### config.mk
export PLATFORM = sky130hd
export DESIGN_NAME = fetch_frontend
export DESIGN_NICKNAME = d
export VERILOG_FILES = /design/src/common/bus_pkg.sv /design/src/common/fetch_pkg.sv /design/src/common/line_push_if.sv /design/src/common/line_pop_if.sv /design/src/hw/line_fetcher.sv /design/src/hw/line_fifo.sv /design/src/hw/parcel_aligner/parcel_aligner.sv /design/src/hw/fetch_frontend.sv
export SDC_FILE = /design/constraint.sdc
export NUM_CORES = 2
export LEC_CHECK = 0
export CELL_PAD_IN_SITES_DETAIL_PLACEMENT = 1
export CELL_PAD_IN_SITES_GLOBAL_PLACEMENT = 1
export CORE_ASPECT_RATIO = 2
export CORE_MARGIN = 2
export CORE_UTILIZATION = 50
export CTS_BUF_LIST = sky130_fd_sc_hd__clkbuf_4 sky130_fd_sc_hd__clkbuf_8
export DETAILED_ROUTE_END_ITERATION = 16
export DONT_BUFFER_PORTS = 1
export GPL_TIMING_DRIVEN = 1
export PLACE_DENSITY_LB_ADDON = 0.12
export SLEW_MARGIN = 0
export SYNTH_ARGS = -nofsm -noshare
export SYNTH_HDL_FRONTEND = slang
export SYNTH_SLANG_ARGS = --single-unit
### constraint.sdc
create_clock -name clk_i -period 9.5 [get_ports clk_i]
set_input_delay 1.9 -clock clk_i [delete_from_list [all_inputs] [get_ports clk_i]]
set_output_delay 1.9 -clock clk_i [all_outputs]
set_load 0.02 [all_outputs]
### src/common/bus_pkg.sv
/*
 * bus package
 * Wishbone address and memory line types for the fetch frontend
 */
package bus_pkg;

    // byte address on the bus
    typedef logic [31:0] addr_t;

    // one memory line, 16 bytes
    typedef logic [127:0] line_t;

    // bytes per line, also the address step between lines
    localparam int unsigned LINE_BYTES = 16;

endpackage : bus_pkg

### src/common/fetch_pkg.sv
/*
 * fetch package
 * parcel, byte count, line offset and read size types of the aligner
 */
package fetch_pkg;

    // parcel output, 16-bit reads use the low half only
    typedef logic [31:0] parcel_t;

    // halfword offset inside a line
    typedef logic [2:0] offset_t;

    // bytes held in the two-line buffer, 0 to 32
    typedef logic [5:0] byte_cnt_t;

    // size of one parcel read
    typedef enum logic {
        SIZE_16 = 1'b0,
        SIZE_32 = 1'b1
    } rsize_e;

endpackage : fetch_pkg

### src/common/line_push_if.sv
/*
 * line push interface
 * fetcher to FIFO, carries lines plus the redirect flush and its start offset
 */
`timescale 1ns/1ns

interface line_push_if;

    logic               push;
    bus_pkg::line_t     line;
    logic               full;
    logic               flush;     // single cycle, wins over push
    fetch_pkg::offset_t start_off;

    modport producer (
        output push,
        output line,
        output flush,
        output start_off,
        input  full
    );

    modport consumer (
        input  push,
        input  line,
        input  flush,
        input  start_off,
        output full
    );

endinterface : line_push_if

### src/common/line_pop_if.sv
/*
 * line pop interface
 * FIFO to aligner, first-word-fall-through lines and the forwarded flush
 */
`timescale 1ns/1ns

interface line_pop_if;

    bus_pkg::line_t     line;      // valid while empty is low
    logic               empty;
    logic               pop;
    logic               flush;
    fetch_pkg::offset_t start_off;

    modport producer (
        output line,
        output empty,
        output flush,
        output start_off,
        input  pop
    );

    modport consumer (
        input  line,
        input  empty,
        input  flush,
        input  start_off,
        output pop
    );

endinterface : line_pop_if

### src/hw/line_fetcher.sv
/*
 * line fetcher
 * Wishbone classic read master for sequential lines, restarts on redirect
 */
`timescale 1ns/1ns

module line_fetcher #(
    parameter bus_pkg::addr_t RESET_ADDR = '0    // line aligned
) (
    input  logic           clk_i,
    input  logic           rstn_i,
    input  logic           redirect_i,
    input  bus_pkg::addr_t redirect_addr_i,
    output bus_pkg::addr_t wb_adr_o,
    input  bus_pkg::line_t wb_dat_i,
    output logic           wb_cyc_o,
    output logic           wb_stb_o,
    input  logic           wb_ack_i,
    line_push_if.producer  push_o
);

    typedef enum logic [1:0] {IDLE, BUS, PUSH, DROP} state_e;

    localparam bus_pkg::addr_t LINE_MASK = bus_pkg::addr_t'(bus_pkg::LINE_BYTES - 1);

    state_e         state_q, state_d;
    bus_pkg::addr_t next_addr_q;   // address of the next line to request
    bus_pkg::addr_t adr_q;         // address of the open bus cycle
    bus_pkg::line_t line_q;
    logic           start;

    // only request when the FIFO has room for this line
    assign start = (state_q == IDLE) && !redirect_i && !push_o.full;

    always_comb begin
        state_d = state_q;
        case (state_q)
            IDLE: if (start) state_d = BUS;
            BUS: begin
                if (wb_ack_i) begin
                    state_d = redirect_i ? IDLE : PUSH;
                end else if (redirect_i) begin
                    state_d = DROP;     // let the slave finish, data is stale
                end
            end
            PUSH: state_d = IDLE;       // also the idle gap on the bus
            DROP: if (wb_ack_i) state_d = IDLE;
            default: state_d = IDLE;
        endcase
    end

    always_ff @(posedge clk_i or negedge rstn_i) begin
        if (!rstn_i) begin
            state_q     <= IDLE;
            next_addr_q <= RESET_ADDR;
            adr_q       <= '0;
        end else begin
            state_q <= state_d;
            if (redirect_i) begin
                next_addr_q <= redirect_addr_i & ~LINE_MASK;
            end else if (state_q == BUS && wb_ack_i) begin
                next_addr_q <= next_addr_q + bus_pkg::LINE_BYTES;
            end
            if (start) begin
                adr_q <= next_addr_q;
            end
        end
    end

    always_ff @(posedge clk_i) begin
        if (state_q == BUS && wb_ack_i) line_q <= wb_dat_i;
    end

    assign wb_cyc_o = (state_q == BUS) || (state_q == DROP);
    assign wb_stb_o = wb_cyc_o;
    assign wb_adr_o = adr_q;

    assign push_o.push      = (state_q == PUSH);
    assign push_o.line      = line_q;
    assign push_o.flush     = redirect_i;
    assign push_o.start_off = fetch_pkg::offset_t'(redirect_addr_i[3:1]);   // halfword in line

    // the slave may sample the address on any cycle of the request
    a_adr_stable: assert property (
        @(posedge clk_i) disable iff (!rstn_i)
        (wb_stb_o && !wb_ack_i) |=> $stable(wb_adr_o)
    );

endmodule : line_fetcher

### src/hw/line_fifo.sv
/*
 * line FIFO
 * first-word-fall-through buffer of memory lines with flush
 */
`timescale 1ns/1ns

module line_fifo #(
    parameter int unsigned FIFO_DEPTH = 4    // power of two
) (
    input  logic          clk_i,
    input  logic          rstn_i,
    line_push_if.consumer push_i,
    line_pop_if.producer  pop_o
);

    localparam int unsigned IW = $clog2(FIFO_DEPTH);

    bus_pkg::line_t mem_q [FIFO_DEPTH];
    logic [IW:0]    wr_ptr_q;    // extra msb tells full from empty
    logic [IW:0]    rd_ptr_q;
    logic           full;
    logic           empty;
    logic           do_push;
    logic           do_pop;

    assign empty = (wr_ptr_q == rd_ptr_q);
    assign full  = (wr_ptr_q[IW] != rd_ptr_q[IW]) &&
                   (wr_ptr_q[IW-1:0] == rd_ptr_q[IW-1:0]);

    // flush wins over both sides
    assign do_push = push_i.push && !full && !push_i.flush;
    assign do_pop  = pop_o.pop && !empty && !push_i.flush;

    always_ff @(posedge clk_i or negedge rstn_i) begin
        if (!rstn_i) begin
            wr_ptr_q <= '0;
            rd_ptr_q <= '0;
        end else if (push_i.flush) begin
            wr_ptr_q <= '0;
            rd_ptr_q <= '0;
        end else begin
            if (do_push) wr_ptr_q <= wr_ptr_q + 1'b1;
            if (do_pop)  rd_ptr_q <= rd_ptr_q + 1'b1;
        end
    end

    always_ff @(posedge clk_i) begin
        if (do_push) mem_q[wr_ptr_q[IW-1:0]] <= push_i.line;
    end

    assign push_i.full = full;

    assign pop_o.line      = mem_q[rd_ptr_q[IW-1:0]];   // head shows without a pop
    assign pop_o.empty     = empty;
    assign pop_o.flush     = push_i.flush;               // same cycle to the aligner
    assign pop_o.start_off = push_i.start_off;

    // fetcher credit keeps pushes off a full FIFO
    a_no_push_full: assert property (
        @(posedge clk_i) disable iff (!rstn_i)
        push_i.push |-> !full
    );

    a_no_pop_empty: assert property (
        @(posedge clk_i) disable iff (!rstn_i)
        pop_o.pop |-> !empty
    );

endmodule : line_fifo

### src/hw/parcel_aligner/parcel_aligner.sv
/*
 * parcel aligner
 * 32-byte shift buffer that hands out 16- or 32-bit parcels across line edges
 */
`timescale 1ns/1ns

module parcel_aligner (
    input  logic               clk_i,
    input  logic               rstn_i,
    line_pop_if.consumer       pop_i,
    input  logic               re_i,
    input  logic               rsize_i,
    output fetch_pkg::parcel_t rdata_o,
    output logic               empty_o,
    output logic               half_only_o
);

    localparam fetch_pkg::byte_cnt_t LINE_CNT = fetch_pkg::byte_cnt_t'(bus_pkg::LINE_BYTES);

    fetch_pkg::rsize_e    rsize;
    fetch_pkg::byte_cnt_t cnt_q;      // valid bytes, oldest at bit 0
    fetch_pkg::byte_cnt_t cnt_d;
    fetch_pkg::byte_cnt_t cnt_rd;     // count after the read
    fetch_pkg::byte_cnt_t rd_bytes;
    fetch_pkg::offset_t   skip_q;     // halfwords to drop from the next line
    logic [255:0]         buf_q;
    logic [255:0]         buf_d;
    logic [255:0]         kept;
    logic [255:0]         ins;
    logic                 rd_fire;
    logic                 pop;

    assign rsize    = fetch_pkg::rsize_e'(rsize_i);
    assign rd_bytes = (rsize == fetch_pkg::SIZE_32) ? 6'd4 : 6'd2;
    assign rd_fire  = re_i && !empty_o && !pop_i.flush;

    // room for a whole line once the second slot is free
    assign pop = !pop_i.empty && !pop_i.flush && (cnt_q <= LINE_CNT);
    assign pop_i.pop = pop;

    // new line with the redirect offset already stripped
    assign ins = 256'(pop_i.line) >> {skip_q, 4'b0000};

    always_comb begin
        cnt_rd = rd_fire ? cnt_q - rd_bytes : cnt_q;
        kept   = rd_fire ? buf_q >> {rd_bytes, 3'b000} : buf_q;
        kept   = kept & ~({256{1'b1}} << {cnt_rd, 3'b000});   // clear stale upper bytes
        buf_d  = kept;
        cnt_d  = cnt_rd;
        if (pop) begin
            buf_d = kept | (ins << {cnt_rd, 3'b000});         // append behind the old bytes
            cnt_d = cnt_rd + (LINE_CNT - {skip_q, 1'b0});
        end
    end

    always_ff @(posedge clk_i or negedge rstn_i) begin
        if (!rstn_i) begin
            cnt_q  <= '0;
            skip_q <= '0;
        end else if (pop_i.flush) begin
            cnt_q  <= '0;
            skip_q <= pop_i.start_off;   // applies to the first line after redirect
        end else begin
            cnt_q <= cnt_d;
            if (pop) skip_q <= '0;
        end
    end

    always_ff @(posedge clk_i) begin
        buf_q <= buf_d;
    end

    // no read latency, the oldest bytes are always on the output
    assign rdata_o     = buf_q[31:0];
    assign empty_o     = (cnt_q < 6'd2);
    assign half_only_o = (cnt_q == 6'd2) || (cnt_q == 6'd3);

    a_no_read_empty: assert property (
        @(posedge clk_i) disable iff (!rstn_i)
        re_i |-> !empty_o
    );

    // a wide read needs both halves present
    a_no_wide_half: assert property (
        @(posedge clk_i) disable iff (!rstn_i)
        (re_i && rsize == fetch_pkg::SIZE_32) |-> !half_only_o
    );

endmodule : parcel_aligner

### src/hw/fetch_frontend.sv
/*
 * fetch frontend top level
 * Wishbone line fetcher, line FIFO and parcel aligner
 */
`timescale 1ns/1ns

module fetch_frontend #(
    parameter int unsigned    FIFO_DEPTH = 4,
    parameter bus_pkg::addr_t RESET_ADDR = '0
) (
    input  logic               clk_i,
    input  logic               rstn_i,

    input  logic               redirect_i,
    input  bus_pkg::addr_t     redirect_addr_i,

    output bus_pkg::addr_t     wb_adr_o,
    input  bus_pkg::line_t     wb_dat_i,
    output logic               wb_cyc_o,
    output logic               wb_stb_o,
    input  logic               wb_ack_i,

    input  logic               re_i,
    input  logic               rsize_i,    // 1 = 32 bit
    output fetch_pkg::parcel_t rdata_o,
    output logic               empty_o,
    output logic               half_only_o
);

    line_push_if push_if ();
    line_pop_if  pop_if ();

    line_fetcher #(
        .RESET_ADDR (RESET_ADDR)
    ) u_fetcher (
        .clk_i           (clk_i),
        .rstn_i          (rstn_i),
        .redirect_i      (redirect_i),
        .redirect_addr_i (redirect_addr_i),
        .wb_adr_o        (wb_adr_o),
        .wb_dat_i        (wb_dat_i),
        .wb_cyc_o        (wb_cyc_o),
        .wb_stb_o        (wb_stb_o),
        .wb_ack_i        (wb_ack_i),
        .push_o          (push_if.producer)
    );

    line_fifo #(
        .FIFO_DEPTH (FIFO_DEPTH)
    ) u_fifo (
        .clk_i  (clk_i),
        .rstn_i (rstn_i),
        .push_i (push_if.consumer),
        .pop_o  (pop_if.producer)
    );

    parcel_aligner u_aligner (
        .clk_i       (clk_i),
        .rstn_i      (rstn_i),
        .pop_i       (pop_if.consumer),
        .re_i        (re_i),
        .rsize_i     (rsize_i),
        .rdata_o     (rdata_o),
        .empty_o     (empty_o),
        .half_only_o (half_only_o)
    );

endmodule : fetch_frontend

==> results.py <==
metrics = {
    "yosys": {
        "synth_common_cells": "edfxtp_1 (640), nand2_1 (423), mux2i_1 (321), o21ai_0 (273), nor2_1 (258)",
        "synthTopCellsByArea": "edfxtp_1 (38%), dfxtp_1 (10%), mux4_2 (9.1%)",
        "synth_largest_area_cell": "edfxtp_1",
        "syn-instance-count": 4304,
        "synth_top_area_frac": 0.3763,
        "synth-edff-count": 640,
        "ys_types": 100,
        "synth_most_common_cell": "edfxtp_1",
        "ys_ff_latch": 968,
        "synth_area_um2": 51070,
        "syn_area_per_cell_um2": 11.87,
        "async_flop_share": 0.07438,
        "synth_seq_area_share": 0.5119,
        "ys_warn_count": 0,
        "synth_ff_type": "edfxtp_1",
    },
    "worst_setup_path": {
        "worst_ep_arrival_time_ns": 7.00,
        "critPathMaxFanout": 225,
        "cp_data_required_time_ns": 10.32,
        "crit_slowest_cell": "inv_2",
        "crit_path_cell_trace": "inv_1, ha_1, nand3b_1, a21boi_4, buf_4, nand2_2, inv_2, nand2_1, o21ai_1, a221o_1",
        "setup.worst_path.end_class": "flop",
        "cp_slowest_stage_delay_ns": 0.97,
        "worstSetupPathType": "in2reg",
        "worstSetupStartpointType": "input port",
        "ff2ff_setup_slack_ns": 4.30,
    },
    "placed_design": {
        "place_inst": 5377,
        "dp_hpwl_um": 136200,
        "dpl_cell_area_um2": 52030,
        "dp_slack_ns": 2.802,
        "port-buffer-count": 0,
        "gp_congestion": 0.9858,
    },
    "route": {
        "dr.pass1.iters": 5,
        "routed_wl_um": 191100,
        "post_drt_wl_per_cell_um": 33.92,
        "via_per_inst": 7.047,
        "postRouteAntennaNets": 0,
        "remaining_drc_errors": 0,
        "via_count": 39690,
        "drt_iter0_markers": 3610,
    },
    "pwr": {
        "power_density_nw_per_um2": 328.8,
        "leakage_nw": 18.38,
        "ir_worst_vdd_mv": 0.2110,
        "total_power_mw": 18.08,
    },
    "timing": {
        "worst_pin_slew_ns": 1.471,
        "period_share": 0.6509,
        "fin_setup_tns_ns": 0,
        "max_freq_mhz": 161.7,
        "slew_headroom": 0.01582,
        "drv_slew": 0,
        "rsz0062_at_grt": "no",
        "setup_viol": 0,
        "timing.hold.ws_ns": 0.5006,
        "fin_crit_ns": 6.184,
        "fin_skew_ns": 0.05861,
        "fin_ws_ns": 3.316,
        "hold_viol_final": 0,
    },
    "clocking": {
        "numCtsBuffers": 142,
        "cts_tree": "done",
        "clk_pin_slew_ns": 0.06,
        "cts_setup_buffers": 0,
        "cts_resized": 0,
        "clkSinkCount": 968,
        "cts.path.max_buffers": 3,
        "cts_root_buffer": "clkbuf_8",
        "clk_latency_ns": 0.91,
        "cts_max_level": 4,
        "cts_hold_buf": 0,
    },
    "global_route": {
        "grt_max_degree": 226,
        "grt_pass1_vias": 40480,
        "grt_util_all_layers": 0.3611,
        "antenna_found_initial": 4,
        "grt_pass1_wl_um": 278500,
        "grt_overflow": 0,
    },
    "layout": {
        "stdcell_count": 5633,
        "drive_gt1_frac": 0.1772,
        "layout.nets": 4367,
        "finalInstanceArea_um2": 54990,
        "fin_util": 0.5436,
        "syn_to_final_growth_pct": 7.665,
    },
    "die": {
        "std_cell_rows": 165,
        "die_area_um2": 104900,
        "dieWidth_um": 230.0,
        "pin_count": 234,
        "die_h_um": 456.0,
        "core_area_um2": 101200,
        "initial_utilization": 0.5049,
    },
    "min_path": {
        "min_path_type": "reg2reg",
    },
    "job": {
        "cap_violations": 0,
    },
    "outcome": {
        "status": "complete, no violations",
    },
}
[per-layer routing]
layer / vias up / track usage / part of all wire
li1: 16800 / - / -
met1: 20240 / 0.4285 / 0.37
met2: 2017 / 0.5992 / 0.49
met3: 646 / 0.05813 / 0.063
met4: 0 / 0.2496 / 0.079
met5: - / 0 / 0
[worst paths after layout]
path	from	to	cells past startpoint
hold reg to reg	u_fetcher.push_o.line[15]	u_fifo.mem_q[0][15]	0
setup reg to reg	u_fifo.rd_ptr_q[1]	u_aligner.buf_q[40]	9
min in group asynchronous	rstn_i	u_fetcher.wb_adr_o[5]	0
max in group asynchronous	rstn_i	u_fifo.rd_ptr_q[0]	0
setup / recovery	rsize_i	u_aligner.buf_q[101]	10
hold / removal	u_fetcher.push_o.line[15]	u_fifo.mem_q[0][15]	0
[area by class of cell]
cell class                      count  area [µm²]
Inverter                           40       152.6
Clock buffer                      187        2361
Fill cell                       10410       46170
Multi-Input combinational cell   2914       23070
Sequential cell                   968       26160
Timing Repair Buffer              119       980.9
Clock inverter                     67       591.8
Antenna cell                        2       5.005
Tap cell                         1336        1672
[placed cells by master, fill, tap and decap left out, types with 26 or more instances in the layout]
| cell type | synthesis | final |
|---|---|---|
| a211o_1 | 26 | 26 |
| a211oi_1 | 86 | 86 |
| a21oi_1 | 169 | 165 |
| a221o_1 | 57 | 57 |
| a22oi_1 | 29 | 29 |
| a31oi_1 | 34 | 34 |
| buf_4 | 55 | 112 |
| clkbuf_4 | 0 | 34 |
| clkbuf_8 | 0 | 153 |
| dfrtp_1 | 72 | 68 |
| dfxtp_1 | 256 | 256 |
| edfxtp_1 | 640 | 640 |
| inv_1 | 33 | 30 |
| mux2_2 | 103 | 103 |
| mux2i_1 | 321 | 321 |
| mux4_2 | 207 | 207 |
| nand2_1 | 423 | 421 |
| nand3_1 | 73 | 73 |
| nor2_1 | 258 | 244 |
| nor3_1 | 54 | 53 |
| o211ai_1 | 54 | 54 |
| o21ai_0 | 273 | 272 |
| o221ai_1 | 108 | 108 |
| o22ai_1 | 173 | 173 |
[flip-flops by register name (all words and copies together) (netlist names)]
| name | flops |
|---|---|
| u_fetcher.state_q | 2 |
| u_fetcher.wb_adr_o | 28 |
| u_fifo.mem_q | 512 |
| u_fifo.rd_ptr_q | 3 |
| u_aligner.skip_q | 3 |
| u_aligner.cnt_q | 5 |
| u_fetcher.push_o.line | 128 |
| u_fifo.wr_ptr_q | 3 |
| u_aligner.buf_q | 256 |
| u_fetcher.next_addr_q | 28 |
[report_power, final]
part	total (mW)	switching [mW]	internal, mW
Clock	3.59	1.71	1.88
Sequential	5.57	0.561	5.01
Combinational	8.92	6.24	2.68
Total	18.1	8.51	9.57
[logic make-up after synthesis]
logic type                 count (synthesis)  share of synthesized area
adders and majority gates                 16                   0.004214
other                                      1                 0.00007342
xor gates and xnor gates                  23                   0.003944
and+or+nand+nor                          962                    0.08209
AOI/OAI and AO/OA                       1255                     0.1707
muxes                                    654                     0.1870
DFF                                      968                     0.5119
buffers and inverters                    425                    0.04013
[critical path: cells and delay by family]
kind | cells | cell delay [ns]
buffers and inverters | 3 | 1.78
adder cells (fa/ha/maj) | 1 | 0.31
AO/OA/AOI/OAI | 3 | 1.27
AND/OR/NAND/NOR | 3 | 1.50
Power figures use the tool's default switching activity.
